[config.mk]
export PLATFORM = sky130hd
export DESIGN_NAME = ddr3_sched_top
export DESIGN_NICKNAME = d
export VERILOG_FILES = /design/src/hw/ddr3_sched_pkg.sv /design/src/hw/ddr3_sched_top.sv /design/src/hw/ddr3_cmd_queue.sv /design/src/hw/ddr3_cmd_fsm.sv /design/src/hw/ddr3_bank_tracker.sv /design/src/hw/ddr3_req_arbiter.sv
export SDC_FILE = /design/constraint.sdc
export NUM_CORES = 1
export LEC_CHECK = 0
export ABC_AREA = 1
export BUFFER_PORTS_ARGS = -buffer_cell sky130_fd_sc_hd__buf_2
export CAP_MARGIN = 0
export CELL_PAD_IN_SITES_DETAIL_PLACEMENT = 1
export CELL_PAD_IN_SITES_GLOBAL_PLACEMENT = 1
export CORE_AREA = 2 2 150 152
export DETAILED_ROUTE_END_ITERATION = 12
export DIE_AREA = 0 0 152 154
export GPL_TIMING_DRIVEN = 0
export PLACE_DENSITY = 0.9
export SYNTH_ARGS = -nofsm -noshare
export SYNTH_HDL_FRONTEND = slang
export SYNTH_SLANG_ARGS = --single-unit
[constraint.sdc]
create_clock -name clock -period 4.3 [get_ports clock]
set_input_delay 0.86 -clock clock [delete_from_list [all_inputs] [get_ports clock]]
set_output_delay 0.86 -clock clock [all_outputs]
set_load 0.01 [all_outputs]
[src/hw/ddr3_sched_pkg.sv]
`default_nettype none

package ddr3_sched_pkg;

  // geometry of a 1Gb x16 device, burst-aligned addressing
  localparam int ROW_BITS  = 13;
  localparam int BANK_BITS = 3;
  // column without the low 3 bits of the BL8 burst
  localparam int COL_BITS  = 7;
  localparam int ADDR_BITS = ROW_BITS + BANK_BITS + COL_BITS;
  localparam int TID_BITS  = 4;

  // A10 selects precharge all on the address bus
  localparam int PREA_BIT = 10;

  // chip-select-low command pins {RAS#, CAS#, WE#}
  typedef enum logic [2:0] {
    NOOP = 3'b111,
    ZQCL = 3'b110,
    READ = 3'b101,
    WRIT = 3'b100,
    ACTV = 3'b011,
    PREC = 3'b010,
    REFR = 3'b001,
    MODE = 3'b000
  } ddr3_cmd_e;

  // one command as it leaves for the data layer
  typedef struct packed {
    ddr3_cmd_e             cmd;
    logic [TID_BITS-1:0]   tid;
    logic [BANK_BITS-1:0]  ba;
    // row for ACTV, column << 3 for READ/WRIT, A10 for PREC
    logic [ROW_BITS-1:0]   adr;
  } ddr3_cmd_t;

  // decoded request picked by the arbiter
  typedef struct packed {
    logic                  is_write;
    logic [TID_BITS-1:0]   tid;
    logic [ROW_BITS-1:0]   row;
    logic [BANK_BITS-1:0]  ba;
    logic [COL_BITS-1:0]   col;
  } ddr3_req_t;

endpackage

`default_nettype wire
[src/hw/ddr3_sched_top.sv]
`default_nettype none

module ddr3_sched_top #(
  parameter int CMD_DEPTH    = 4,
  parameter int STREAK_MAX   = 4,
  parameter int BANK_ROW_COL = 0
) (
  input  logic                                 clock,
  input  logic                                 reset,
  // write-request port
  input  logic                                 mem_wrreq_i,
  input  logic [ddr3_sched_pkg::TID_BITS-1:0]  mem_wrtid_i,
  input  logic [ddr3_sched_pkg::ADDR_BITS-1:0] mem_wradr_i,
  output logic                                 mem_wrack_o,
  // read-request port
  input  logic                                 mem_rdreq_i,
  input  logic [ddr3_sched_pkg::TID_BITS-1:0]  mem_rdtid_i,
  input  logic [ddr3_sched_pkg::ADDR_BITS-1:0] mem_rdadr_i,
  output logic                                 mem_rdack_o,
  // data layer side
  input  logic                                 ddl_rdy_i,
  input  logic                                 ddl_ref_i,
  output logic                                 ddl_req_o,
  output ddr3_sched_pkg::ddr3_cmd_e            ddl_cmd_o,
  output logic [ddr3_sched_pkg::TID_BITS-1:0]  ddl_tid_o,
  output logic [ddr3_sched_pkg::BANK_BITS-1:0] ddl_ba_o,
  output logic [ddr3_sched_pkg::ROW_BITS-1:0]  ddl_adr_o
);

  logic                                 pick_valid;
  ddr3_sched_pkg::ddr3_req_t            pick;
  logic                                 pick_take;
  logic [ddr3_sched_pkg::BANK_BITS-1:0] look_ba;
  logic [ddr3_sched_pkg::ROW_BITS-1:0]  look_row;
  logic                                 look_hit;
  logic                                 look_conflict;
  logic                                 push;
  ddr3_sched_pkg::ddr3_cmd_t            push_cmd;
  logic                                 full;
  logic                                 empty;
  logic                                 pop;
  ddr3_sched_pkg::ddr3_cmd_t            head;

  // a command leaves when the data layer takes the queue head
  assign ddl_req_o = !empty;
  assign pop       = ddl_req_o && ddl_rdy_i;
  assign ddl_cmd_o = head.cmd;
  assign ddl_tid_o = head.tid;
  assign ddl_ba_o  = head.ba;
  assign ddl_adr_o = head.adr;

  ddr3_req_arbiter #(
    .STREAK_MAX  (STREAK_MAX),
    .BANK_ROW_COL(BANK_ROW_COL)
  ) u_arbiter (
    .clock       (clock),
    .reset       (reset),
    .mem_wrreq_i (mem_wrreq_i),
    .mem_wrtid_i (mem_wrtid_i),
    .mem_wradr_i (mem_wradr_i),
    .mem_wrack_o (mem_wrack_o),
    .mem_rdreq_i (mem_rdreq_i),
    .mem_rdtid_i (mem_rdtid_i),
    .mem_rdadr_i (mem_rdadr_i),
    .mem_rdack_o (mem_rdack_o),
    .pick_valid_o(pick_valid),
    .pick_o      (pick),
    .pick_take_i (pick_take)
  );

  // tracker sees exactly the accepted pushes
  ddr3_bank_tracker u_tracker (
    .clock          (clock),
    .reset          (reset),
    .look_ba_i      (look_ba),
    .look_row_i     (look_row),
    .look_hit_o     (look_hit),
    .look_conflict_o(look_conflict),
    .upd_valid_i    (push),
    .upd_cmd_i      (push_cmd)
  );

  ddr3_cmd_fsm u_fsm (
    .clock          (clock),
    .reset          (reset),
    .pick_valid_i   (pick_valid),
    .pick_i         (pick),
    .ddl_ref_i      (ddl_ref_i),
    .look_hit_i     (look_hit),
    .look_conflict_i(look_conflict),
    .full_i         (full),
    .pick_take_o    (pick_take),
    .look_ba_o      (look_ba),
    .look_row_o     (look_row),
    .push_o         (push),
    .push_cmd_o     (push_cmd)
  );

  ddr3_cmd_queue #(
    .CMD_DEPTH(CMD_DEPTH)
  ) u_queue (
    .clock      (clock),
    .reset      (reset),
    .push_i     (push),
    .push_data_i(push_cmd),
    .full_o     (full),
    .pop_i      (pop),
    .empty_o    (empty),
    .head_o     (head)
  );

endmodule

`default_nettype wire

[src/hw/ddr3_cmd_queue.sv]
`default_nettype none

module ddr3_cmd_queue #(
  parameter int CMD_DEPTH = 4
) (
  input  logic                      clock,
  input  logic                      reset,
  input  logic                      push_i,
  input  ddr3_sched_pkg::ddr3_cmd_t push_data_i,
  output logic                      full_o,
  input  logic                      pop_i,
  output logic                      empty_o,
  output ddr3_sched_pkg::ddr3_cmd_t head_o
);

  localparam int PTR_W = (CMD_DEPTH > 1) ? $clog2(CMD_DEPTH) : 1;
  localparam int CNT_W = $clog2(CMD_DEPTH + 1);

  // circular storage, head is read straight from it
  ddr3_sched_pkg::ddr3_cmd_t mem_q [CMD_DEPTH];
  logic [PTR_W-1:0]          wr_ptr_q;
  logic [PTR_W-1:0]          rd_ptr_q;
  logic [CNT_W-1:0]          count_q;

  // wrap at CMD_DEPTH, so the depth need not be a power of two
  function automatic logic [PTR_W-1:0] ptr_next(input logic [PTR_W-1:0] p);
    if (p == PTR_W'(CMD_DEPTH - 1)) begin
      return '0;
    end
    return p + 1'b1;
  endfunction

  assign empty_o = count_q == '0;
  // a pop in the same cycle frees the slot the push needs
  assign full_o  = (count_q == CNT_W'(CMD_DEPTH)) && !pop_i;
  assign head_o  = mem_q[rd_ptr_q];

  always_ff @(posedge clock) begin
    if (reset) begin
      wr_ptr_q <= '0;
      rd_ptr_q <= '0;
      count_q  <= '0;
    end else begin
      if (push_i) begin
        wr_ptr_q <= ptr_next(wr_ptr_q);
      end
      if (pop_i) begin
        rd_ptr_q <= ptr_next(rd_ptr_q);
      end
      case ({push_i, pop_i})
        2'b10:   count_q <= count_q + 1'b1;
        2'b01:   count_q <= count_q - 1'b1;
        default: count_q <= count_q;
      endcase
    end
  end

  // payload only, no reset
  always_ff @(posedge clock) begin
    if (push_i) begin
      mem_q[wr_ptr_q] <= push_data_i;
    end
  end

  // the scheduler respects full, the data layer only pops a valid head
  a_no_overflow : assert property (@(posedge clock) disable iff (reset)
    push_i |-> !full_o);
  a_no_underflow : assert property (@(posedge clock) disable iff (reset)
    pop_i |-> !empty_o);

endmodule

`default_nettype wire

[src/hw/ddr3_cmd_fsm.sv]
`default_nettype none

module ddr3_cmd_fsm (
  input  logic                                 clock,
  input  logic                                 reset,
  input  logic                                 pick_valid_i,
  input  ddr3_sched_pkg::ddr3_req_t            pick_i,
  input  logic                                 ddl_ref_i,
  input  logic                                 look_hit_i,
  input  logic                                 look_conflict_i,
  input  logic                                 full_i,
  output logic                                 pick_take_o,
  output logic [ddr3_sched_pkg::BANK_BITS-1:0] look_ba_o,
  output logic [ddr3_sched_pkg::ROW_BITS-1:0]  look_row_o,
  output logic                                 push_o,
  output ddr3_sched_pkg::ddr3_cmd_t            push_cmd_o
);

  localparam int ROW_BITS = ddr3_sched_pkg::ROW_BITS;
  localparam int COL_BITS = ddr3_sched_pkg::COL_BITS;
  // zero bits above the shifted column
  localparam int COL_PAD  = ROW_BITS - COL_BITS - 3;

  typedef enum logic [2:0] {
    ST_INIT,
    ST_IDLE,
    ST_PREC,
    ST_ACTV,
    ST_ACCESS,
    ST_PREA,
    ST_REFR
  } state_e;

  state_e      state_q;
  state_e      state_d;
  // pending refresh requests, saturating at 7
  logic [2:0]  ref_cnt_q;
  logic [3:0]  ref_sum;
  logic        ref_dec;
  logic        want_push;

  // lookup always follows the current pick
  assign look_ba_o  = pick_i.ba;
  assign look_row_o = pick_i.row;

  // one refresh retires per accepted REFR push
  assign ref_dec = (state_q == ST_REFR) && !full_i;
  assign ref_sum = 4'(ref_cnt_q) + 4'(ddl_ref_i) - 4'(ref_dec);

  always_comb begin
    state_d        = state_q;
    want_push      = 1'b0;
    pick_take_o    = 1'b0;
    push_cmd_o.cmd = ddr3_sched_pkg::NOOP;
    push_cmd_o.tid = pick_i.tid;
    push_cmd_o.ba  = pick_i.ba;
    push_cmd_o.adr = '0;
    case (state_q)
      ST_INIT: begin
        // one precharge all on leaving reset
        want_push      = 1'b1;
        push_cmd_o.cmd = ddr3_sched_pkg::PREC;
        push_cmd_o.ba  = '0;
        push_cmd_o.adr[ddr3_sched_pkg::PREA_BIT] = 1'b1;
        if (!full_i) begin
          state_d = ST_IDLE;
        end
      end
      ST_IDLE: begin
        // refresh goes ahead of a new request
        if (ref_cnt_q != 3'd0) begin
          state_d = ST_PREA;
        end else if (pick_valid_i) begin
          if (look_hit_i) begin
            state_d = ST_ACCESS;
          end else if (look_conflict_i) begin
            state_d = ST_PREC;
          end else begin
            state_d = ST_ACTV;
          end
        end
      end
      ST_PREC: begin
        // close the wrong row in this bank only
        want_push      = 1'b1;
        push_cmd_o.cmd = ddr3_sched_pkg::PREC;
        if (!full_i) begin
          state_d = ST_ACTV;
        end
      end
      ST_ACTV: begin
        want_push      = 1'b1;
        push_cmd_o.cmd = ddr3_sched_pkg::ACTV;
        push_cmd_o.adr = pick_i.row;
        if (!full_i) begin
          state_d = ST_ACCESS;
        end
      end
      ST_ACCESS: begin
        // column goes out as A[9:3], burst bits zero
        want_push      = 1'b1;
        push_cmd_o.cmd = pick_i.is_write ? ddr3_sched_pkg::WRIT : ddr3_sched_pkg::READ;
        push_cmd_o.adr = {{COL_PAD{1'b0}}, pick_i.col, 3'b000};
        pick_take_o    = !full_i;
        if (!full_i) begin
          state_d = ST_IDLE;
        end
      end
      ST_PREA: begin
        want_push      = 1'b1;
        push_cmd_o.cmd = ddr3_sched_pkg::PREC;
        push_cmd_o.ba  = '0;
        push_cmd_o.adr[ddr3_sched_pkg::PREA_BIT] = 1'b1;
        if (!full_i) begin
          state_d = ST_REFR;
        end
      end
      ST_REFR: begin
        // late pulses keep us here, so they share this precharge all
        want_push      = 1'b1;
        push_cmd_o.cmd = ddr3_sched_pkg::REFR;
        push_cmd_o.ba  = '0;
        if (!full_i && (ref_sum == 4'd0)) begin
          state_d = ST_IDLE;
        end
      end
      default: begin
        state_d = ST_INIT;
      end
    endcase
  end

  // back-pressure: nothing is pushed into a full queue
  assign push_o = want_push && !full_i;

  always_ff @(posedge clock) begin
    if (reset) begin
      state_q   <= ST_INIT;
      ref_cnt_q <= 3'd0;
    end else begin
      state_q <= state_d;
      if (ref_sum > 4'd7) begin
        ref_cnt_q <= 3'd7;
      end else begin
        ref_cnt_q <= ref_sum[2:0];
      end
    end
  end

  // the row must already be open in the tracker when the access goes out
  a_access_hit : assert property (@(posedge clock) disable iff (reset)
    push_o && (push_cmd_o.cmd inside {ddr3_sched_pkg::READ, ddr3_sched_pkg::WRIT})
    |-> look_hit_i);

endmodule

`default_nettype wire

[src/hw/ddr3_bank_tracker.sv]
`default_nettype none

module ddr3_bank_tracker (
  input  logic                                 clock,
  input  logic                                 reset,
  input  logic [ddr3_sched_pkg::BANK_BITS-1:0] look_ba_i,
  input  logic [ddr3_sched_pkg::ROW_BITS-1:0]  look_row_i,
  output logic                                 look_hit_o,
  output logic                                 look_conflict_o,
  input  logic                                 upd_valid_i,
  input  ddr3_sched_pkg::ddr3_cmd_t            upd_cmd_i
);

  localparam int ROW_BITS  = ddr3_sched_pkg::ROW_BITS;
  localparam int NUM_BANKS = 1 << ddr3_sched_pkg::BANK_BITS;

  // one open flag and one row register per bank
  logic [NUM_BANKS-1:0] open_q;
  logic [ROW_BITS-1:0]  row_q [NUM_BANKS];
  logic                 row_same;
  logic                 is_actv;
  logic                 is_prec;

  assign row_same = row_q[look_ba_i] == look_row_i;

  // closed bank gives neither, which is the miss case
  assign look_hit_o      = open_q[look_ba_i] && row_same;
  assign look_conflict_o = open_q[look_ba_i] && !row_same;

  assign is_actv = upd_valid_i && (upd_cmd_i.cmd == ddr3_sched_pkg::ACTV);
  assign is_prec = upd_valid_i && (upd_cmd_i.cmd == ddr3_sched_pkg::PREC);

  always_ff @(posedge clock) begin
    if (reset) begin
      // all banks idle
      open_q <= '0;
    end else if (is_actv) begin
      open_q[upd_cmd_i.ba] <= 1'b1;
    end else if (is_prec) begin
      // A10 high closes every bank at once
      if (upd_cmd_i.adr[ddr3_sched_pkg::PREA_BIT]) begin
        open_q <= '0;
      end else begin
        open_q[upd_cmd_i.ba] <= 1'b0;
      end
    end
  end

  // row only means something while the open flag is set
  always_ff @(posedge clock) begin
    if (is_actv) begin
      row_q[upd_cmd_i.ba] <= upd_cmd_i.adr;
    end
  end

  // the scheduler must close a bank before opening another row in it
  a_actv_closed : assert property (@(posedge clock) disable iff (reset)
    is_actv |-> !open_q[upd_cmd_i.ba]);

endmodule

`default_nettype wire

[src/hw/ddr3_req_arbiter.sv]
`default_nettype none

module ddr3_req_arbiter #(
  parameter int STREAK_MAX   = 4,
  parameter int BANK_ROW_COL = 0
) (
  input  logic                                 clock,
  input  logic                                 reset,
  input  logic                                 mem_wrreq_i,
  input  logic [ddr3_sched_pkg::TID_BITS-1:0]  mem_wrtid_i,
  input  logic [ddr3_sched_pkg::ADDR_BITS-1:0] mem_wradr_i,
  output logic                                 mem_wrack_o,
  input  logic                                 mem_rdreq_i,
  input  logic [ddr3_sched_pkg::TID_BITS-1:0]  mem_rdtid_i,
  input  logic [ddr3_sched_pkg::ADDR_BITS-1:0] mem_rdadr_i,
  output logic                                 mem_rdack_o,
  output logic                                 pick_valid_o,
  output ddr3_sched_pkg::ddr3_req_t            pick_o,
  input  logic                                 pick_take_i
);

  localparam int ROW_BITS  = ddr3_sched_pkg::ROW_BITS;
  localparam int BANK_BITS = ddr3_sched_pkg::BANK_BITS;
  localparam int COL_BITS  = ddr3_sched_pkg::COL_BITS;
  localparam int ADDR_BITS = ddr3_sched_pkg::ADDR_BITS;
  localparam int STREAK_W  = $clog2(STREAK_MAX + 1);

  ddr3_sched_pkg::ddr3_req_t wr_dec;
  ddr3_sched_pkg::ddr3_req_t rd_dec;
  // direction of the last grant, write after reset
  logic                last_wr_q;
  // grants in that direction made while the other port waited
  logic [STREAK_W-1:0] streak_q;
  // choice frozen between first presentation and take
  logic                lock_q;
  logic                lock_wr_q;
  logic                pref_wr;
  logic                sel_wr;
  logic                other_wait;

  // split {row, bank, col} or {bank, row, col}
  function automatic ddr3_sched_pkg::ddr3_req_t decode(
    input logic                                is_wr,
    input logic [ddr3_sched_pkg::TID_BITS-1:0] tid,
    input logic [ADDR_BITS-1:0]                adr
  );
    ddr3_sched_pkg::ddr3_req_t r;
    r.is_write = is_wr;
    r.tid      = tid;
    r.col      = adr[COL_BITS-1:0];
    if (BANK_ROW_COL == 1) begin
      r.ba  = adr[ADDR_BITS-1 -: BANK_BITS];
      r.row = adr[COL_BITS +: ROW_BITS];
    end else begin
      r.row = adr[ADDR_BITS-1 -: ROW_BITS];
      r.ba  = adr[COL_BITS +: BANK_BITS];
    end
    return r;
  endfunction

  assign wr_dec = decode(1'b1, mem_wrtid_i, mem_wradr_i);
  assign rd_dec = decode(1'b0, mem_rdtid_i, mem_rdadr_i);

  // turn around once the streak is used up
  assign pref_wr = (streak_q >= STREAK_W'(STREAK_MAX)) ? !last_wr_q : last_wr_q;

  always_comb begin
    if (lock_q) begin
      sel_wr = lock_wr_q;
    end else if (mem_wrreq_i && mem_rdreq_i) begin
      sel_wr = pref_wr;
    end else begin
      sel_wr = mem_wrreq_i;
    end
  end

  assign other_wait   = sel_wr ? mem_rdreq_i : mem_wrreq_i;
  assign pick_valid_o = lock_q || mem_wrreq_i || mem_rdreq_i;
  assign pick_o       = sel_wr ? wr_dec : rd_dec;
  // ack in the cycle the access command is pushed
  assign mem_wrack_o  = pick_take_i && sel_wr;
  assign mem_rdack_o  = pick_take_i && !sel_wr;

  always_ff @(posedge clock) begin
    if (reset) begin
      lock_q    <= 1'b0;
      lock_wr_q <= 1'b1;
      last_wr_q <= 1'b1;
      streak_q  <= '0;
    end else begin
      if (pick_take_i) begin
        lock_q    <= 1'b0;
        last_wr_q <= sel_wr;
        // uncontended grants do not count toward the streak
        if (!other_wait) begin
          streak_q <= '0;
        end else if (sel_wr != last_wr_q) begin
          streak_q <= STREAK_W'(1);
        end else if (streak_q < STREAK_W'(STREAK_MAX)) begin
          streak_q <= streak_q + 1'b1;
        end
      end else if (pick_valid_o) begin
        lock_q    <= 1'b1;
        lock_wr_q <= sel_wr;
      end
    end
  end

  // an ack only goes to a port that is still requesting, and never to both
  a_one_ack : assert property (@(posedge clock) disable iff (reset)
    (mem_wrack_o |-> mem_wrreq_i && !mem_rdack_o) and (mem_rdack_o |-> mem_rdreq_i));

endmodule

`default_nettype wire

==> results of run 1 <==
==> sequential cells by signal, indices dropped and copies added, names as in the netlist, named ones only <==
| name | count |
|---|---|
| u_fsm.state_q | 3 |
| u_queue.count_q | 3 |
| u_queue.rd_ptr_q | 2 |
| u_tracker.open_q | 8 |
| u_arbiter.last_wr_q | 1 |
| u_fsm.ref_cnt_q | 3 |
| u_tracker.row_q | 104 |
| u_arbiter.lock_wr_q | 1 |
| u_arbiter.streak_q | 3 |
| u_queue.wr_ptr_q | 2 |
| u_queue.mem_q | 92 |
| u_arbiter.lock_q | 1 |
==> placed cells by master (no fill, tap or decap), types with 6 or more instances in the layout <==
master / instances
a21oi_1: 20
buf_2: 92
buf_6: 12
clkbuf_1: 20
clkbuf_16: 25
clkinv_1: 6
dfxtp_1: 29
edfxtp_1: 196
ha_1: 11
inv_1: 74
nand2_1: 197
nand3_1: 126
nor2_1: 113
nor2_2: 12
o21ai_0: 88
o22ai_1: 30
==> cells by family (layout without fill, tap and decap cells) <==
family / after synthesis / count (layout) / share of synthesized area [%]
and+or+nand+nor: 463 / 463 / 19.7
DFF: 225 / 225 / 64.2
AOI/OAI and AO/OA: 151 / 151 / 8.35
buffers and inverters: 120 / 253 / 5.58
adders and majority gates: 13 / 13 / 1.77
xor gates and xnor gates: 3 / 3 / 0.261
muxes: 1 / 1 / 0.0995
==> cells in the mapped netlist, types with 2 or more instances <==
master and n:
buf_6 10, nor2_1 123, xor2_1 2, ha_1 11, inv_2 2, buf_1 3, buf_4 4, a211oi_1 2
nor3_1 3, edfxtp_1 196, clkbuf_1 16, o22ai_1 30, o211ai_1 2, nand2_4 2, dfxtp_1 29, nor2_2 2
buf_2 8, or2_2 3, clkinv_1 2, nand2_8 2, o21ai_0 89, nand2_1 197, a21oi_1 20, nand3_1 126
inv_1 74, fa_1 2
==> final cells by class <==
cell class | count | area [sq um]
clock inverters | 14 | 168
repair buffers | 90 | 528
flip-flops and latches | 225 | 6470
clock buffers | 29 | 641
well taps | 280 | 350
plain buffers | 42 | 269
multi-input cells | 631 | 3060
fillers | 2372 | 9910
inverters | 78 | 293
==> report_power, final <==
part           switching (mW)  internal [mW]
Sequential              0.179           3.02
Combinational            2.32          0.940
Clock                   0.848           1.30
Total                    3.35           5.26
==> final timing paths <==
path                            cells past startpoint                                from                                  to  slack (ps)
worst min-delay path                                2  u_arbiter.streak_q[1]$_SDFFE_PP0P_  u_arbiter.streak_q[1]$_SDFFE_PP0P_         480
worst min register to register                      2  u_arbiter.streak_q[1]$_SDFFE_PP0P_  u_arbiter.streak_q[1]$_SDFFE_PP0P_         480
worst max-delay path                               11                         mem_rdreq_i                         mem_rdack_o         290
worst max register to register                     13  u_arbiter.streak_q[2]$_SDFFE_PP0P_     u_tracker.row_q[7][5]$_DFFE_PP_         540
==> stage by stage <==
stage / power, mW / hold WS [ps] / worst slack, ps / area [sq um]
after floorplan: 5.07 / 432 / 916 / 10100
after global placement: 6.00 / 444 / -71.4 / 10800
after detailed placement: 6.35 / 456 / -183 / 10900
after CTS: 8.55 / 468 / 230 / 11800
after global routing: 8.99 / 509 / 131 / 11800
final: 8.60 / 477 / 290 / 11800
==> per-layer routing <==
metal  wire length [um]  global-route usage [%]
met1              12600                    34.4
met5                  0                       0
met4               1620                    13.5
met2              16000                    47.8
met3               2490                    3.61
==> tightest hold or removal path: stages, from the launching register on <==
cell	delay, ps
dfxtp_1	310
inv_1	60
a211oi_1	60
==> run metrics, run 1 <==
outcome=complete, no violations; share of cells above drive strength 1=roughly 16%; largest area contributor in the netlist=edfxtp_1; final antenna diode count=0; Worst-Skew Late Latency=520 ps; Setup-failing EPs final=0; final WL=about 33 mm; final non-filler cell total=1389; crit path DAT=between 3000 and 4000 ps; Clock Sinks=roughly 230; Seq/Total Area, Yosys=between 60 and 70%; Layout Area Growth over Synthesis=17.0%; Warnings, synthesis=0; max-cap violation count=0; Hold Vio Cnt, Final=0; CTS H-tree lvls=1; Starting DRT DRC Count=around 830; f_max=roughly 250 MHz; Mapped Avg Cell Area=just over 10 sq um; per-cell routed wire length=~24 um; fin crit period=approximately 4000 ps; unrepaired setup endpoints after global routing=false; core area=21700 sq um; ys flop type=edfxtp_1; Detailed Place HPWL=approximately 22 mm; Synth area leaders=edfxtp_1, nand2_1, nand3_1; setup_tns=0 ps; Crit-path slowest cell=buf_1; clock-pin slew on the worst setup and hold paths=approximately 60 ps; post-route ant nets=0; Critical Path RT=3440 ps; Yosys reg bits=about 230; drt first pass iters=6; maximum fanout along the worst path=10; post-CTS sizing=0; sum of buffers and inverters on the critical path=6; largest net degree at the start of global routing=18; Die H=between 150 and 200 um; Slew HR=between 10% and 20%; Crit. End Element=primary output; VDD IR max=between 0.3 and 0.4 mV; Final #Nets=1165; Die Wd=about 150 um; num rows=54; Post-Syn Nets=~1000; Slew @ Worst Pin=between 1000 and 1500 ps; die area=between 20000 and 25000 sq um; grt ovf=0; Final Util=roughly 54%; IO Pins=86; Top delay family on crit path=buffers and inverters; Top cell by count, worst path=buf_2; Startpoint Class=primary input; final worst path period share=93.2%; crit-path max cell delay=790 ps; drt via density=approximately 6.0; clock buffer count from CTS=24; Post-CTS Setup Bufs=0; skew final=10.7 ps; max-slew violation count=0; critical path type=primary input to primary output; Post-synth EDFFs=just under 200; Syn Inst Count=~980; Port-buffer cells=84; Yosys top cell area share=58.5%; antenna violations before repair=0; maximum clock path buffer count=3; Post-Synthesis Cell Area=a little over 10000 sq um; class of the worst hold path=register to register; Lkg Pwr=4.64 nW; Initial Utilization=between 40% and 50%; Pwr Density=730 nW/um^2; Placer Congestion=0.847; CTS tree=built; Async SR Flop Fraction=0%; Clk Tree Root Cell=clkbuf_16; synth unique cells=between 40 and 50; cts hold-fix bufs=0; CP cell instances=buf_2, inv_1, nor2_1, nand3_1, nand2_2, buf_8, buf_2, buf_1, nand2_1, nor2_1, buf_2; routed vias=8303; vias in the first global route=around 8900; global-route wire length before repair=~50 mm; cell count after placement=between 1000 and 1500; Residual DRC=0; GRT Util Overall=between 20 and 30%
No activity file was read; power rests on OpenSTA's default activity.
==> run 2: changes to the inputs <==
CORE_AREA = 2 2 144 146   (was 2 2 150 152)
DIE_AREA = 0 0 146 148   (was 0 0 152 154)
PLACE_DENSITY = 0.95   (was 0.9)
clock period = 4.8 ns   (was 4.3 ns; I/O delays follow)
==> run metrics, run 2 (synthesized netlist as in run 1, its figures left out) <==
Startpoint Class=primary input; pre-CTS setup slack=341 ps (+524 ps); largest net degree at the start of global routing=17 (-1); Reg2Reg Depth=13 (unchanged); Slew HR=11.3% (-4.1 points); CP cell instances=buf_2, inv_1, nor2_1, nand3_1, nand2_2, buf_8, buf_2, buf_1, nand2_1, nor2_1, buf_2; Clk Tree Root Cell=clkbuf_16; IO Pins=86 (unchanged); Port-buffer cells=84 (unchanged); maximum clock path buffer count=3 (unchanged); GRT Util Overall=33.2% (+5.6 points); clock buffer count from CTS=24 (unchanged); Top delay family on crit path=buffers and inverters; stages on the worst setup path=11 (unchanged); num rows=52 (-3.7%); Lkg Pwr=4.64 nW (-0.19%); VDD IR max=0.438 mV (+19%); Starting DRT DRC Count=940 (+14%); final WL=35.7 mm (+9.1%); Crit. End Element=primary output; Detailed Place HPWL=22.9 mm (+5.7%); reg2reg end=u_tracker.row_q[7][6]$_DFFE_PP_; Slew @ Worst Pin=1330 ps (+63.3 ps); crit path DAT=3320 ps (+170 ps); antenna violations before repair=1 (+1); class of the worst hold path=register to register; Top cell by count, worst path=buf_2; per-cell routed wire length=25.8 um (+9.6%); Residual DRC=0 (unchanged); global-route wire length before repair=54.2 mm (+7.8%); Die Wd=146 um (-3.9%); worst reg2reg setup slack=1140 ps (+600 ps); Initial Utilization=50.2% (+3.8 points); Die H=148 um (-3.9%); hold endpoint=u_arbiter.streak_q[1]$_SDFFE_PP0P_; grt ovf=0 (unchanged); Post-CTS Setup Bufs=0 (unchanged); routed vias=8643 (+4.1%); most common cell after layout, fill and taps aside=nand2_1; critical path type=primary input to primary output; Reg with most FFs=u_tracker.row_q; die area=21600 sq um (-7.7%); FF-to-FF Start=u_arbiter.streak_q[2]$_SDFFE_PP0P_; Crit-path slowest cell=buf_1; drt first pass iters=5 (-1); Pwr Density=662 nW/um^2 (-9.4%); Critical Path RT=3840 ps (+400 ps); vias in the first global route=9253 (+3.4%); Largest regs=u_tracker.row_q x104, u_queue.mem_q x92, u_tracker.open_q x8; max reg flops=104 (unchanged); CTS H-tree lvls=1 (unchanged); Clock Sinks=225 (unchanged); f_max=234 MHz; unrepaired setup endpoints after global routing=false; maximum fanout along the worst path=10 (unchanged); sum of buffers and inverters on the critical path=6 (unchanged); Placer Congestion=0.841 (-0.67%); crit-path max cell delay=760 ps (-30 ps); final worst slack=518 ps (+227 ps); max-cap violation count=0 (unchanged); Worst-Skew Late Latency=550 ps (+30 ps); most frequent cells in the layout=nand2_1, edfxtp_1, nand3_1; max-slew violation count=0 (unchanged); CTS tree=built; Final #Nets=1166 (+0.086%); post-route ant nets=0 (unchanged); hold path start=u_arbiter.streak_q[1]$_SDFFE_PP0P_; core area=20000 sq um (-7.6%); Hold Vio Cnt, Final=0 (unchanged); Layout Area Growth over Synthesis=16.6%; setup_tns=0 ps (unchanged); cts hold-fix bufs=0 (unchanged); share of cells above drive strength 1=15.6% (-0.21 points); final worst path period share=about nine tenths; clock-pin slew on the worst setup and hold paths=60 ps (about the same); skew final=33.9 ps (+23.2 ps); post-CTS sizing=0 (unchanged); cell depth of the worst min-delay path=2 (unchanged); drt via density=6.25 (+4.6%); Setup-failing EPs final=0 (unchanged); fin crit period=4280 ps; outcome=complete, no violations
## run 2: cell types whose count changed in the layout (fill, tap and decap cells not counted), sizes merged
| cell | before | now |
|---|---|---|
| buf | 116 | 117 |
| diode | 0 | 1 |
| clkbuf | 45 | 49 |
| clkinv | 11 | 10 |
| bufinv | 4 | 3 |
| clkinvlp | 1 | 0 |
## run 2: stage by stage
step	util [%]	instances	cell area (sq um)	power [mW]	hold slack (ps)
2_1_floorplan	-	976	10100	4.54	432
6_report	58.6	1382	11700	7.77	468
3_5_place_dp	54.6	1337	10900	5.70	466
5_1_grt	58.6	1382	11700	8.07	491
4_1_cts	58.5	1381	11700	7.69	477
3_3_place_gp	54.0	1330	10800	5.36	444
## run 2: worst max path at each step
stage	start	end	slack, ps
final	mem_rdreq_i	mem_rdack_o	520
after global routing	mem_rdreq_i	mem_rdack_o	460
after CTS	mem_rdreq_i	mem_rdack_o	560
after detailed placement	mem_rdreq_i	u_tracker.row_q[4][4]$_DFFE_PP_	340
after global placement	mem_rdreq_i	u_tracker.row_q[7][2]$_DFFE_PP_	350
after floorplan	ddl_rdy_i	u_fsm.state_q[1]$_SDFFE_PP0P_	1320
## run 2: tightest hold or removal path, cell delays in order, from the launching register on
cell and delay [ps]:
dfxtp_1 310, inv_1 50, a211oi_1 60
## run 2: layer usage
metal / global-route usage (%) / wire [um]
met1: 39.5 / 12300
met2: 56.7 / 17600
met3: 6.02 / 3400
met4: 19.7 / 2300
met5: 0 / 0
## run 2: final cells by class
class / count / area [sq um]
fillers: 2223 / 8300
flip-flops and latches: 225 / 6470
multi-input cells: 631 / 3060
clock buffers: 33 / 654
repair buffers: 91 / 519
well taps: 270 / 338
inverters: 78 / 293
plain buffers: 42 / 269
clock inverters: 11 / 136
diodes: 1 / 2.50
## run 2: where the power goes
group	total [mW]	leakage (nW)	switching [mW]	internal, mW
clock	1.92	0.386	0.802	1.12
sequential	2.87	2.06	0.168	2.70
combinational	2.98	2.19	2.14	0.837
total	7.77	4.64	3.11	4.66
